File: src/common/plot_config.svh
`ifndef PLOT_CONFIG_SVH
`define PLOT_CONFIG_SVH

// display geometry
`define PLOT_HOR_PIXELS 640
`define PLOT_VER_PIXELS 480

`define PLOT_SYMBOL_WIDTH 7

// signed 11.8 fixed point
`define PLOT_INT_WIDTH  11
`define PLOT_FRAC_WIDTH 8
`define PLOT_NUM_WIDTH  (`PLOT_INT_WIDTH + `PLOT_FRAC_WIDTH)

// token vector and stacks
`define PLOT_QUEUE_DEPTH      64
`define PLOT_INDEX_WIDTH      $clog2(`PLOT_QUEUE_DEPTH)
`define PLOT_LENGTH_WIDTH     (`PLOT_INDEX_WIDTH + 1)
`define PLOT_STACK_DEPTH      16
`define PLOT_STACK_PTR_WIDTH  ($clog2(`PLOT_STACK_DEPTH) + 1)

`endif

File: src/common/plot_pkg.sv
`include "plot_config.svh"

package plot_pkg;

   // 11.8 two's complement
   typedef logic signed [`PLOT_NUM_WIDTH-1:0] fixed_t;

   typedef enum logic [2:0] {
      OP_ADD,
      OP_SUB,
      OP_MUL,
      OP_VAR,
      OP_LPAREN
   } op_code_e;

   typedef struct packed {
      logic [`PLOT_NUM_WIDTH-4:0] pad;
      op_code_e                   code;
   } op_view_t;

   // same word, number or operator
   typedef union packed {
      fixed_t   num;
      op_view_t op;
   } token_payload_u;

   typedef struct packed {
      logic           is_op;
      token_payload_u payload;
   } token_t;

   typedef logic [$clog2(`PLOT_HOR_PIXELS)-1:0] x_coord_t;
   typedef logic [$clog2(`PLOT_VER_PIXELS)-1:0] y_coord_t;

endpackage

File: src/common/token_vector_if.sv
`timescale 1ns/10ps
`include "plot_config.svh"

interface token_vector_if;

   logic [`PLOT_INDEX_WIDTH-1:0]  wr_index;
   logic [`PLOT_INDEX_WIDTH-1:0]  rd_index;
   logic                          insert;
   logic                          get;
   plot_pkg::token_t              data_in;
   plot_pkg::token_t              data_out;
   logic [`PLOT_LENGTH_WIDTH-1:0] length;
   logic                          ready;

   // parser side
   modport writer (
      output wr_index, insert, data_in,
      input  ready
   );

   // evaluator side
   modport reader (
      output rd_index, get,
      input  data_out, length, ready
   );

   modport storage (
      input  wr_index, rd_index, insert, get, data_in,
      output data_out, length, ready
   );

endinterface

File: src/plot/expr_parser.sv
`timescale 1ns/10ps
`include "plot_config.svh"

module expr_parser (
   input  logic                          clk,
   input  logic                          rst_n,
   input  logic                          start,
   output logic                          ready,
   token_vector_if.writer                vec,
   input  logic [`PLOT_SYMBOL_WIDTH-1:0] symbol,
   input  logic                          symbol_valid,
   output logic                          symbol_iter_en
);

   typedef enum logic [1:0] {S_IDLE, S_READ, S_ADV} state_e;

   state_e                             state;
   plot_pkg::op_code_e                 op_stack [`PLOT_STACK_DEPTH];
   logic [`PLOT_STACK_PTR_WIDTH-1:0]   sp;
   logic [`PLOT_STACK_PTR_WIDTH-2:0]   top_idx;
   logic [`PLOT_INDEX_WIDTH-1:0]       wr_ptr;
   logic [`PLOT_INT_WIDTH-1:0]         int_acc;
   logic                               num_pending;
   plot_pkg::op_code_e                 top_op;
   plot_pkg::op_code_e                 sym_op;
   plot_pkg::op_code_e                 push_op;
   plot_pkg::token_t                   emit_tok;
   logic                               stack_empty;
   logic                               is_digit;
   logic                               do_emit;
   logic                               do_push;
   logic                               do_pop;
   logic                               do_consume;
   logic                               do_done;

   function automatic plot_pkg::token_t op_token(plot_pkg::op_code_e code);
      plot_pkg::token_t t;
      t.is_op           = 1'b1;
      t.payload.op.pad  = '0;
      t.payload.op.code = code;
      return t;
   endfunction

   function automatic logic prec_high(plot_pkg::op_code_e code);
      return code == plot_pkg::OP_MUL;
   endfunction

   assign top_idx        = sp[`PLOT_STACK_PTR_WIDTH-2:0] - 1'b1;
   assign top_op         = op_stack[top_idx];
   assign stack_empty    = (sp == '0);
   assign is_digit       = (symbol >= "0") && (symbol <= "9");
   assign vec.wr_index   = wr_ptr;

   always_comb begin
      do_emit            = 1'b0;
      do_push            = 1'b0;
      do_pop             = 1'b0;
      do_consume         = 1'b0;
      do_done            = 1'b0;
      push_op            = plot_pkg::OP_LPAREN;
      emit_tok.is_op     = 1'b0;
      emit_tok.payload.num = plot_pkg::fixed_t'({int_acc, {`PLOT_FRAC_WIDTH{1'b0}}});
      sym_op = (symbol == "+") ? plot_pkg::OP_ADD :
               (symbol == "-") ? plot_pkg::OP_SUB : plot_pkg::OP_MUL;

      if (state == S_READ && symbol_valid && vec.ready) begin
         if (is_digit) begin
            do_consume = 1'b1;
         end else if (num_pending) begin
            // literal ends here, symbol stays for the next cycle
            do_emit = 1'b1;
         end else begin
            case (symbol)
               "x": begin
                  do_emit    = 1'b1;
                  emit_tok   = op_token(plot_pkg::OP_VAR);
                  do_consume = 1'b1;
               end
               "(": begin
                  do_push    = 1'b1;
                  do_consume = 1'b1;
               end
               ")": begin
                  if (!stack_empty && top_op != plot_pkg::OP_LPAREN) begin
                     do_pop   = 1'b1;
                     do_emit  = 1'b1;
                     emit_tok = op_token(top_op);
                  end else begin
                     do_pop     = !stack_empty;
                     do_consume = 1'b1;
                  end
               end
               "+", "-", "*": begin
                  if (!stack_empty && top_op != plot_pkg::OP_LPAREN &&
                      prec_high(top_op) >= prec_high(sym_op)) begin
                     do_pop   = 1'b1;
                     do_emit  = 1'b1;
                     emit_tok = op_token(top_op);
                  end else begin
                     do_push    = 1'b1;
                     push_op    = sym_op;
                     do_consume = 1'b1;
                  end
               end
               ";": begin
                  if (!stack_empty) begin
                     do_pop   = 1'b1;
                     do_emit  = (top_op != plot_pkg::OP_LPAREN);
                     emit_tok = op_token(top_op);
                  end else begin
                     do_consume = 1'b1;
                     do_done    = 1'b1;
                  end
               end
               default: do_consume = 1'b1;
            endcase
         end
      end
   end

   always_ff @(posedge clk) begin
      if (do_push) begin
         op_stack[sp[`PLOT_STACK_PTR_WIDTH-2:0]] <= push_op;
      end
   end

   always_ff @(posedge clk or negedge rst_n) begin
      if (!rst_n) begin
         state          <= S_IDLE;
         ready          <= 1'b1;
         sp             <= '0;
         wr_ptr         <= '0;
         int_acc        <= '0;
         num_pending    <= 1'b0;
         vec.insert     <= 1'b0;
         vec.data_in    <= '0;
         symbol_iter_en <= 1'b0;
      end else begin
         vec.insert     <= do_emit;
         symbol_iter_en <= do_consume;
         if (do_emit) begin
            vec.data_in <= emit_tok;
         end
         // write index moves once the insert has gone out
         if (vec.insert) begin
            wr_ptr <= wr_ptr + 1'b1;
         end
         if (do_push) begin
            sp <= sp + 1'b1;
         end else if (do_pop) begin
            sp <= sp - 1'b1;
         end
         if (do_consume && is_digit) begin
            int_acc     <= int_acc * 4'd10 + symbol[3:0];
            num_pending <= 1'b1;
         end else if (do_emit && num_pending) begin
            int_acc     <= '0;
            num_pending <= 1'b0;
         end

         case (state)
            S_IDLE: begin
               if (start && ready) begin
                  ready  <= 1'b0;
                  sp     <= '0;
                  wr_ptr <= '0;
                  state  <= S_READ;
               end
            end
            S_READ: begin
               if (do_done) begin
                  ready <= 1'b1;
                  state <= S_IDLE;
               end else if (do_consume) begin
                  state <= S_ADV;
               end
            end
            // source advances on this cycle's strobe
            default: state <= S_READ;
         endcase
      end
   end

endmodule

File: src/plot/plot_sequencer.sv
`timescale 1ns/10ps
`include "plot_config.svh"

module plot_sequencer (
   input  logic               clk,
   input  logic               rst_n,
   input  logic               start,
   output logic               ready,
   output logic               parse_start,
   input  logic               parse_ready,
   output logic               eval_start,
   input  logic               eval_ready,
   output plot_pkg::x_coord_t eval_x,
   input  plot_pkg::y_coord_t eval_y,
   output logic               read_sel,
   output plot_pkg::x_coord_t x1,
   output plot_pkg::y_coord_t y1,
   output plot_pkg::x_coord_t x2,
   output plot_pkg::y_coord_t y2,
   output logic               line_start,
   input  logic               line_ready
);

   typedef enum logic [3:0] {
      S_IDLE,
      S_PARSE_ACK,
      S_PARSE_WAIT,
      S_CALC,
      S_CALC_ACK,
      S_CALC_WAIT,
      S_DRAW,
      S_LINE_ACK,
      S_LINE_WAIT
   } state_e;

   state_e state;
   logic   first_col;

   always_ff @(posedge clk or negedge rst_n) begin
      if (!rst_n) begin
         state       <= S_IDLE;
         ready       <= 1'b1;
         parse_start <= 1'b0;
         eval_start  <= 1'b0;
         line_start  <= 1'b0;
         read_sel    <= 1'b0;
         first_col   <= 1'b1;
         eval_x      <= '0;
         x1          <= '0;
         y1          <= '0;
         x2          <= '0;
         y2          <= '0;
      end else begin
         parse_start <= 1'b0;
         eval_start  <= 1'b0;
         line_start  <= 1'b0;
         case (state)
            S_IDLE: begin
               if (start && ready) begin
                  ready       <= 1'b0;
                  read_sel    <= 1'b0;
                  parse_start <= 1'b1;
                  state       <= S_PARSE_ACK;
               end
            end
            // busy flags drop one cycle after a start pulse
            S_PARSE_ACK: state <= S_PARSE_WAIT;
            S_PARSE_WAIT: begin
               if (parse_ready) begin
                  read_sel  <= 1'b1;
                  eval_x    <= '0;
                  first_col <= 1'b1;
                  state     <= S_CALC;
               end
            end
            S_CALC: begin
               if (eval_x == `PLOT_HOR_PIXELS) begin
                  ready <= 1'b1;
                  state <= S_IDLE;
               end else begin
                  eval_start <= 1'b1;
                  state      <= S_CALC_ACK;
               end
            end
            S_CALC_ACK: state <= S_CALC_WAIT;
            S_CALC_WAIT: begin
               if (eval_ready) begin
                  state <= S_DRAW;
               end
            end
            S_DRAW: begin
               if (first_col) begin
                  // first point only seeds the segment
                  x2        <= eval_x;
                  y2        <= eval_y;
                  first_col <= 1'b0;
                  eval_x    <= eval_x + 1'b1;
                  state     <= S_CALC;
               end else if (line_ready) begin
                  x1         <= x2;
                  y1         <= y2;
                  x2         <= eval_x;
                  y2         <= eval_y;
                  line_start <= 1'b1;
                  state      <= S_LINE_ACK;
               end
            end
            S_LINE_ACK: state <= S_LINE_WAIT;
            default: begin
               if (line_ready) begin
                  eval_x <= eval_x + 1'b1;
                  state  <= S_CALC;
               end
            end
         endcase
      end
   end

endmodule

File: src/plot/rpn_evaluator.sv
`timescale 1ns/10ps
`include "plot_config.svh"

module rpn_evaluator (
   input  logic               clk,
   input  logic               rst_n,
   input  logic               start,
   output logic               ready,
   input  plot_pkg::x_coord_t x_in,
   output plot_pkg::y_coord_t y_out,
   token_vector_if.reader     vec
);

   typedef enum logic [2:0] {S_IDLE, S_FETCH, S_WAIT, S_EXEC, S_CLAMP} state_e;

   state_e                                 state;
   plot_pkg::fixed_t                       val_stack [`PLOT_STACK_DEPTH];
   logic [`PLOT_STACK_PTR_WIDTH-1:0]       sp;
   logic [`PLOT_STACK_PTR_WIDTH-2:0]       top_idx;
   logic [`PLOT_STACK_PTR_WIDTH-2:0]       nxt_idx;
   logic [`PLOT_STACK_PTR_WIDTH-2:0]       wr_slot;
   logic [`PLOT_LENGTH_WIDTH-1:0]          pos;
   plot_pkg::token_t                       tok;
   plot_pkg::fixed_t                       opnd_a;
   plot_pkg::fixed_t                       opnd_b;
   plot_pkg::fixed_t                       alu_res;
   plot_pkg::fixed_t                       wr_val;
   logic signed [2*`PLOT_NUM_WIDTH-1:0]    product;
   logic                                   is_binary;
   logic signed [`PLOT_INT_WIDTH-1:0]      int_part;

   assign top_idx      = sp[`PLOT_STACK_PTR_WIDTH-2:0] - 1'b1;
   assign nxt_idx      = sp[`PLOT_STACK_PTR_WIDTH-2:0] - 2'd2;
   assign vec.rd_index = pos[`PLOT_INDEX_WIDTH-1:0];
   assign int_part     = val_stack[top_idx][`PLOT_NUM_WIDTH-1:`PLOT_FRAC_WIDTH];

   always_comb begin
      tok       = vec.data_out;
      opnd_a    = val_stack[nxt_idx];
      opnd_b    = val_stack[top_idx];
      product   = opnd_a * opnd_b;
      is_binary = tok.is_op && (tok.payload.op.code != plot_pkg::OP_VAR);

      case (tok.payload.op.code)
         plot_pkg::OP_ADD: alu_res = opnd_a + opnd_b;
         plot_pkg::OP_SUB: alu_res = opnd_a - opnd_b;
         // full product back to 11.8, upper bits dropped
         default:          alu_res = plot_pkg::fixed_t'(product >>> `PLOT_FRAC_WIDTH);
      endcase

      if (!tok.is_op) begin
         wr_val = tok.payload.num;
      end else if (!is_binary) begin
         wr_val = plot_pkg::fixed_t'({x_in, {`PLOT_FRAC_WIDTH{1'b0}}});
      end else begin
         wr_val = alu_res;
      end
      wr_slot = is_binary ? nxt_idx : sp[`PLOT_STACK_PTR_WIDTH-2:0];
   end

   always_ff @(posedge clk) begin
      if (state == S_EXEC) begin
         val_stack[wr_slot] <= wr_val;
      end
   end

   always_ff @(posedge clk or negedge rst_n) begin
      if (!rst_n) begin
         state   <= S_IDLE;
         ready   <= 1'b1;
         vec.get <= 1'b0;
         pos     <= '0;
         sp      <= '0;
         y_out   <= '0;
      end else begin
         vec.get <= 1'b0;
         case (state)
            S_IDLE: begin
               if (start && ready) begin
                  ready <= 1'b0;
                  pos   <= '0;
                  sp    <= '0;
                  state <= S_FETCH;
               end
            end
            S_FETCH: begin
               if (pos == vec.length) begin
                  state <= S_CLAMP;
               end else if (vec.ready) begin
                  vec.get <= 1'b1;
                  state   <= S_WAIT;
               end
            end
            S_WAIT: state <= S_EXEC;
            S_EXEC: begin
               sp    <= is_binary ? sp - 1'b1 : sp + 1'b1;
               pos   <= pos + 1'b1;
               state <= S_FETCH;
            end
            default: begin
               // clamp to a visible row
               if (int_part < 0) begin
                  y_out <= '0;
               end else if (int_part > `PLOT_VER_PIXELS - 1) begin
                  y_out <= plot_pkg::y_coord_t'(`PLOT_VER_PIXELS - 1);
               end else begin
                  y_out <= int_part[$bits(plot_pkg::y_coord_t)-1:0];
               end
               ready <= 1'b1;
               state <= S_IDLE;
            end
         endcase
      end
   end

endmodule

File: src/plot/token_vector.sv
`timescale 1ns/10ps
`include "plot_config.svh"

module token_vector (
   input logic           clk,
   input logic           rst_n,
   token_vector_if.storage mem,
   input logic           read_sel
);

   plot_pkg::token_t            store [`PLOT_QUEUE_DEPTH];
   logic [`PLOT_INDEX_WIDTH-1:0] index;

   // evaluator owns the index once parsing is over
   assign index = read_sel ? mem.rd_index : mem.wr_index;

   always_ff @(posedge clk) begin
      if (mem.insert) begin
         store[index] <= mem.data_in;
      end
      if (mem.get) begin
         mem.data_out <= store[index];
      end
   end

   // length follows the last insert, so index 0 restarts the program
   always_ff @(posedge clk or negedge rst_n) begin
      if (!rst_n) begin
         mem.length <= '0;
         mem.ready  <= 1'b1;
      end else begin
         mem.ready <= 1'b1;
         if (mem.insert) begin
            mem.length <= {1'b0, index} + 1'b1;
         end
      end
   end

endmodule

File: src/function_plotter.sv
`timescale 1ns/10ps
`include "plot_config.svh"

module function_plotter (
   input  logic                          clk,
   input  logic                          rst_n,
   input  logic                          start,
   output logic                          ready,
   input  logic [`PLOT_SYMBOL_WIDTH-1:0] symbol,
   input  logic                          symbol_valid,
   output logic                          symbol_iter_en,
   output plot_pkg::x_coord_t            x1,
   output plot_pkg::y_coord_t            y1,
   output plot_pkg::x_coord_t            x2,
   output plot_pkg::y_coord_t            y2,
   output logic                          line_start,
   input  logic                          line_ready
);

   logic               parse_start;
   logic               parse_ready;
   logic               eval_start;
   logic               eval_ready;
   logic               read_sel;
   plot_pkg::x_coord_t eval_x;
   plot_pkg::y_coord_t eval_y;

   token_vector_if tokens ();

   token_vector vector (
      .clk      (clk),
      .rst_n    (rst_n),
      .mem      (tokens.storage),
      .read_sel (read_sel)
   );

   expr_parser parser (
      .clk            (clk),
      .rst_n          (rst_n),
      .start          (parse_start),
      .ready          (parse_ready),
      .vec            (tokens.writer),
      .symbol         (symbol),
      .symbol_valid   (symbol_valid),
      .symbol_iter_en (symbol_iter_en)
   );

   rpn_evaluator evaluator (
      .clk   (clk),
      .rst_n (rst_n),
      .start (eval_start),
      .ready (eval_ready),
      .x_in  (eval_x),
      .y_out (eval_y),
      .vec   (tokens.reader)
   );

   plot_sequencer sequencer (
      .clk         (clk),
      .rst_n       (rst_n),
      .start       (start),
      .ready       (ready),
      .parse_start (parse_start),
      .parse_ready (parse_ready),
      .eval_start  (eval_start),
      .eval_ready  (eval_ready),
      .eval_x      (eval_x),
      .eval_y      (eval_y),
      .read_sel    (read_sel),
      .x1          (x1),
      .y1          (y1),
      .x2          (x2),
      .y2          (y2),
      .line_start  (line_start),
      .line_ready  (line_ready)
   );

endmodule

File: config.mk
export PLATFORM = sky130hd
export DESIGN_NAME = function_plotter
export DESIGN_NICKNAME = d
export VERILOG_FILES = /design/src/common/plot_pkg.sv /design/src/common/token_vector_if.sv /design/src/plot/expr_parser.sv /design/src/plot/plot_sequencer.sv /design/src/plot/rpn_evaluator.sv /design/src/plot/token_vector.sv /design/src/function_plotter.sv
export VERILOG_INCLUDE_DIRS = /design/src /design/src/common
export SDC_FILE = /design/constraint.sdc
export NUM_CORES = 2
export LEC_CHECK = 0
export BUFFER_PORTS_ARGS = -buffer_cell sky130_fd_sc_hd__buf_2
export CORE_MARGIN = 8
export CORE_UTILIZATION = 30
export CTS_BUF_LIST = sky130_fd_sc_hd__clkbuf_8
export CTS_CLUSTER_DIAMETER = 200
export DETAILED_ROUTE_END_ITERATION = 16
export SLEW_MARGIN = 20
export SYNTH_ARGS = -nofsm -noshare
export SYNTH_HDL_FRONTEND = slang
export SYNTH_SLANG_ARGS = --single-unit
File: constraint.sdc
create_clock -name clk -period 9.4 [get_ports clk]
set_input_delay 1.88 -clock clk [delete_from_list [all_inputs] [get_ports clk]]
set_output_delay 1.88 -clock clk [all_outputs]
set_load 0.01 [all_outputs]
# == After elaboration in Yosys (flattened, before gate mapping) ==
# Memories as Yosys holds them, arrays and structs flattened. A register that Yosys moved wholly into a read port is not among the register bits.
# Index checks and enable logic that the tools add are counted.
# totals
register_bits,139
mem_bits_rw,1632
in_bits,12
output_inout_bits,41
memories,3
# op_classes
n_addsub,14
multipliers,2
magnitude_cmp,5
n_eq_ne,35
muxes,114
bitwise,3
n_reduce_logical,40
# memory_table
name,words,word_bits,read_ports,rd_ports_with_merged_regs,write_ports,line,rtl
vector.store,64,20,1,1,1,token_vector.sv:11,plot_pkg::token_t store [`PLOT_QUEUE_DEPTH];
evaluator.val_stack,16,19,2,0,1,rpn_evaluator.sv:17,plot_pkg::fixed_t val_stack [`PLOT_STACK_DEPTH];
parser.op_stack,16,3,1,0,1,expr_parser.sv:18,plot_pkg::op_code_e op_stack [`PLOT_STACK_DEPTH];
# op_table
cell,n
$mux W20,6
$pmux W20 S4,1
$mux W10,5
$mux W1,47
$eq A7 B6 Y1 const B,6
$mux W19,2
$pmux W19 S2,1
$mux W9,4
$pmux W4 S8,1
$mux W5,6
$pmux W10 S3,1
$mux W4,7
$mul A19 B19 Y27,1
$mux W3,9
$mux W6,4
$mux W11,2
$add A19 B19 Y19,1
$sub A19 B19 Y19,1
$eq A4 B3 Y1 const B,4
$pmux W7 S2,1
$reduce_bool A2 Y1,7
$eq A3 B2 Y1 const B,4
$ne A2 B1 Y1 const B,6
$pmux W1 S2,6
49 further kinds,80

# == Logic depth before layout (Yosys ltp) ==
# depth
word_depth,15
ltp_mapped,39

# == Hierarchy ==
# A second synthesis with hierarchy kept.
# unflattened
cells_unflattened,5575
area_unflattened_um2,84104.4
# by_module_without_submodules
mod,instances,cells_per_inst,area_each_um2,seq_area_each_um2
token_vector,1,2782,50248.2,39212.6
rpn_evaluator,1,2175,26355.3,9755.6
expr_parser,1,422,4931.0,2518.7
plot_sequencer,1,196,2570.0,1453.9

# == Worst setup path before layout ==
# Ideal clock, no wire load.
# synth_path
path_type,register to register
from,register evaluator.sp[1]
to,"memory evaluator.val_stack[0][16] (netlist bit), data pin"
setup_ns,0.335
arrival_ns,9.773
t_required_ns,9.065
setup_slack_ns,-0.708
path_stages_with_launch,36
synth_period_minus_slack_ns,10.108
cell_sequence,dfrtp_1 clkbuf_1 clkbuf_1 clkbuf_1 inv_1 ha_1 buf_2 buf_1 clkbuf_1 mux2i_1 mux2_2 clkbuf_1 buf_1 nor2_1 fa_1 fa_1 inv_1 fa_1 inv_1 fa_1 fa_1 fa_1 ha_1 ha_1 and3_1 o31ai_1 a21oi_1 o21a_1 o211ai_1 a21oi_1 a311o_1 a21o_1 a21oi_1 xnor2_1 a222oi_1 o21ai_1
# synth_via
elab_chain_len,6
word_cells_on_any_way,9
cone_classes,add/sub: 4; mul: 1; mux: 3; memory: 1
# synth_lines
item,line,rtl
"start, declared",rpn_evaluator.sv:18,logic [`PLOT_STACK_PTR_WIDTH-1:0] sp;
"start signal, assigned",rpn_evaluator.sv:96,sp <= is_binary ? sp - 1'b1 : sp + 1'b1;
$sub A4 B2 Y4 / $sub A4 B1 Y4 (equally long branches),"rpn_evaluator.sv:33, rpn_evaluator.sv:32",
$mem_v2 Z16 W19 (*),n/a,
$mul A19 B19 Y27 (tied with other cells),rpn_evaluator.sv:41,product = opnd_a * opnd_b;
$pmux W19 S2 (*),rpn_evaluator.sv:44,case (tok.payload.op.code)
$mux W19 (*),rpn_evaluator.sv:53,end else if (!is_binary) begin
$mux W19 (*),rpn_evaluator.sv:51,if (!tok.is_op) begin
net evaluator.wr_val[16],rpn_evaluator.sv:27,plot_pkg::fixed_t wr_val;
"end, declared",rpn_evaluator.sv:17,
# The timed path passes the listed nets; every way through them passes the cells marked *.

# == Worst setup path after layout ==
# layout_path
from,register evaluator.sp[1]
to,"memory evaluator.val_stack[10][16] (netlist bit), data pin"
# layout_via
elab_chain_len,6
word_cells_on_any_way,9
cone_classes,add/sub: 4; mul: 1; mux: 3; memory: 1
# layout_lines
item,line
$sub A4 B2 Y4 / $sub A4 B1 Y4 (equally long branches),"rpn_evaluator.sv:33, rpn_evaluator.sv:32"
$mem_v2 Z16 W19 (*),n/a
$mul A19 B19 Y27 (tied with other cells),rpn_evaluator.sv:41
$pmux W19 S2 (*),rpn_evaluator.sv:44
$mux W19 (*),rpn_evaluator.sv:53
$mux W19 (*),rpn_evaluator.sv:51
# Mark *: on every way between the ends. The rest lies on a longest branch, timed or not.

==> impl_results.md <==
- Drt first pass iters: 6
- Number of port buffers: 52
- Status: finished clean
- HPWL after DPL: 129000 µm
- Worst-path clk slew: 0.06 ns
- Post-Route WL: 204000 µm
- Worst Path Buf+Inv: 9
- # rows: 176
- Reg2Reg Setup Slack: 0.19 ns
- Vias: 44019
- Post-synthesis xor/xnor area fraction: 0.0157
- Synth Area in Compound Gates: 0.0869
- Post-synthesis mux area share: 0.0752
- Adder-Cell Fraction of Synth Area: 0.0992
- Req. time, crit path: 10.00 ns
- Mapped Cells: 4861
- P&R area growth vs syn: 14.0%
- Clock tree buffer depth: 3
- Drt drc: 0
- Final period util: 0.979
- Slowest cell on crit path: mux4_1
- Ports: 53
- Flop pwr share: 0.571
- Synthesized area: 69600 µm²
- Most used DFF post-synth: edfxtp_1
- Top post-synthesis cells by area: edfxtp_1 57%, fa_1 7.4%, mux4_2 5.8%
- Via/cell ratio: 5.26
- Hold WC Path Type: flip-flop to flip-flop
- Slew at the pin closest to its max-slew limit: 1.36 ns
- Sequential share of the synthesized area: 0.621
- Worst setup startpoint: evaluator.sp[1]$_DFFE_PN0P_
- Worst VDD drop: 0.000121 V
- Synth Net Count: 5269
- Worst-Skew Late Latency: 0.96 ns
- Hold WS: 0.467 ns
- Top cell type's share of synthesized area: 0.573
- Avg Inst Size Synth: 14.3 µm²
- Worst hold start: sequencer.y1[1]$_DFFE_PN0P_
- Nets@finish: 5565
- Clk pwr share: 0.372
- Cell-internal power: 0.00979 W
- Worst r2r src: evaluator.sp[1]$_DFFE_PN0P_
- Final Util: 0.344
- Post-synthesis simple-gate area fraction: 0.0699
- Die Y: 498 µm
- Starting Density: 0.302
- Cell variety after synth: 79
- Post-DR wirelength/cell: 24.4 µm
- CTS Sinks: 1460
- Total power density per cell area: 164 nW/µm²
- Comb pwr share: 0.057
- Cell Count Post-Placement: 7953
- Post-synth EDFFs: 1327
- CTS tree: yes
- Antenna-violating nets left: 0
- Largest net degree at the start of global routing: 92
- Final setup fails: 0
- FFs w/ async S/R, synth: 0.0911
- Pre-CTS setup slack: 0.0601 ns
- Die area: 248000 µm²
- Setup ws final: 0.193 ns
- Num CTS Buffers: 212
- Warnings from Yosys: 0
- Post-DP Area: 75000 µm²
- Max Freq: 109 MHz
- Fin area: 79300 µm²
- Leakage: 28.4 nW
- Max Cap Viol: 0
- Critical path data arrival time: 9.81 ns
- Max-slew violations: 0
- Synthesized flop and latch total: 1460
- CP delay by family, top: adder cells
- Layout Skew: 0.0807 ns
- Crit. End Element: flip-flop
- Fin cells: 8369
- Vias in the first global route: 44163
- Crit Path Class: flip-flop to flip-flop
- Switch share: 0.245
- Slew HR: 0.0864
- Crit-path max FO: 9
- Top cell by count, worst path: inv_1
- Yosys top cell by area: edfxtp_1
- Gr ovfl total: 0
- Total track usage: 0.158
- Net switching power figure: 0.00317 W
- Initial antenna violation count: 8
- Post-layout minimum cycle time: 9.21 ns
- Critical Path Start Type: flip-flop
- Core Area: 230000 µm²
- DR iter-0 viols: 5215
- Critical Path Max Stage Delay: 0.56 ns
- Largest family of logic cells by synthesized area: adder cells
- Die W: 498 µm
- H-tree depth: 4
- Share of post-route cells with drive strength above 1: 0.173
- First-pass GRT wire length: 298000 µm
- Hold Vio Cnt, Final: 0
- CTS root buf: clkbuf_8
- GPL Wtd Cong: 0.936
## metrics by stage
stage,total power [W],setup TNS (ns)
6_report,0.0130,0
3_3_place_gp,0.00825,0
3_5_place_dp,0.00828,0
4_1_cts,0.0131,0
5_1_grt,0.0134,-1.65
2_1_floorplan,0.00797,0
## cell usage after synthesis, types with 16 or more instances
cell	instances
a211oi_1	35
a21o_1	17
a21oi_1	224
a221oi_1	87
a22o_1	62
a22oi_1	209
a31oi_1	52
and3_1	18
buf_1	44
buf_2	28
clkbuf_1	176
dfrtp_1	129
edfxtp_1	1327
fa_1	258
ha_1	138
inv_1	312
mux2_2	52
mux2i_1	47
mux4_2	180
nand2_1	512
nand2b_1	16
nand3_1	45
nand4_1	60
nor2_1	360
nor2b_1	16
nor3_1	35
nor4_1	17
o21ai_0	79
o22ai_1	32
xnor2_1	89
xor2_1	34
## placed cells by master, fill, tap and decap left out, drive strengths merged, types with 17 or more instances in the layout
cell type,synthesis,layout
edfxtp,1327,1327
nand2,512,512
inv,317,420
nor2,360,360
buf,79,335
fa,258,258
a21oi,226,226
clkbuf,176,218
a22oi,209,209
mux4,184,184
ha,138,138
dfrtp,129,129
o21ai,92,93
xnor2,89,89
a221oi,87,87
clkinv,5,74
a22o,62,62
nand4,60,60
a31oi,53,53
mux2,53,53
mux2i,47,47
nand3,45,45
nor3,37,37
a211oi,35,35
xor2,35,35
o22ai,32,32
and3,18,18
a21o,17,17
nor4,17,17
## area by class of cell
| cell class | instances | area (µm²) |
|---|---|---|
| Clock inverter | 177 | 1000 |
| Antenna cell | 6 | 15.0 |
| Tap cell | 3026 | 3790 |
| Clock buffer | 217 | 2990 |
| Timing Repair Buffer | 336 | 2610 |
| Multi-Input combinational cell | 2825 | 24500 |
| Fill cell | 22184 | 151000 |
| Sequential cell | 1460 | 43200 |
| Inverter | 322 | 1210 |
## registers in the layout (all words and copies together), names as in the netlist, 2 cells and up
register             flops
evaluator.y_out          9
parser.state             2
parser.vec.wr_index      6
parser.int_acc          11
parser.sp                5
vector.mem.length        7
vector.mem.data_out     15
evaluator.state          3
evaluator.sp             4
sequencer.x1            10
sequencer.x2            10
sequencer.y2             9
parser.op_stack         48
evaluator.val_stack    304
parser.vec.data_in      15
sequencer.state          4
evaluator.pos            7
sequencer.eval_x        10
sequencer.y1             9
vector.store           960
## worst reg2reg max path, delay by kind of cell, from the launching register on
kind,cells,cell delay (ns)
adders and majority gates,9,3.28
AOI/OAI and AO/OA,11,2.57
buffers and inverters,9,1.21
muxes,2,0.87
DFF,1,0.49
xor gates and xnor gates,2,0.33
and+or+nand+nor,2,0.14
## kinds of logic (layout without fill, tap and decap cells)
family	count (synthesis)	count (layout)
other	0	6
muxes	284	284
adders and majority gates	397	397
DFF	1460	1460
AOI/OAI and AO/OA	886	887
and+or+nand+nor	1133	1133
xor gates and xnor gates	124	124
buffers and inverters	577	1052
## worst paths after layout
kind | depth (start not counted) | to
max in group asynchronous | 2 | evaluator.sp[0]$_DFFE_PN0P_
max reg2reg | 35 | evaluator.val_stack[10][16]$_DFFE_PP_
min in group asynchronous | 1 | parser.symbol_iter_en$_DFF_PN0_
max | 35 | evaluator.val_stack[10][16]$_DFFE_PP_
min | 2 | sequencer.y1[1]$_DFFE_PN0P_
min reg2reg | 2 | sequencer.y1[1]$_DFFE_PN0P_
## timing repair
item | in CTS | in global routing
setup buffers | 0 | 14
hold buffers | 0 | 0
gates resized for setup | 1 | 14
cloned | 0 | 2
setup endpoints to repair | 15 | 154
pin swaps | 0 | 3
## power by group through the flow
stage | Clock, W | Sequential [W] | Combinational [W]
3_5_place_dp | 0 | 0.00755 | 0.000735
5_1_grt | 0.00520 | 0.00742 | 0.000801
6_report | 0.00482 | 0.00741 | 0.000736
4_1_cts | 0.00495 | 0.00741 | 0.000738
2_1_floorplan | 0 | 0.00758 | 0.000394
3_3_place_gp | 0 | 0.00754 | 0.000708
## routing by layer
metal | part of all wire | track usage
met5 | 0.000098 | 0
met2 | 0.47 | 0.254
met1 | 0.40 | 0.212
met4 | 0.037 | 0.0573
met3 | 0.092 | 0.0331
(Power assumes the default switching activity.)
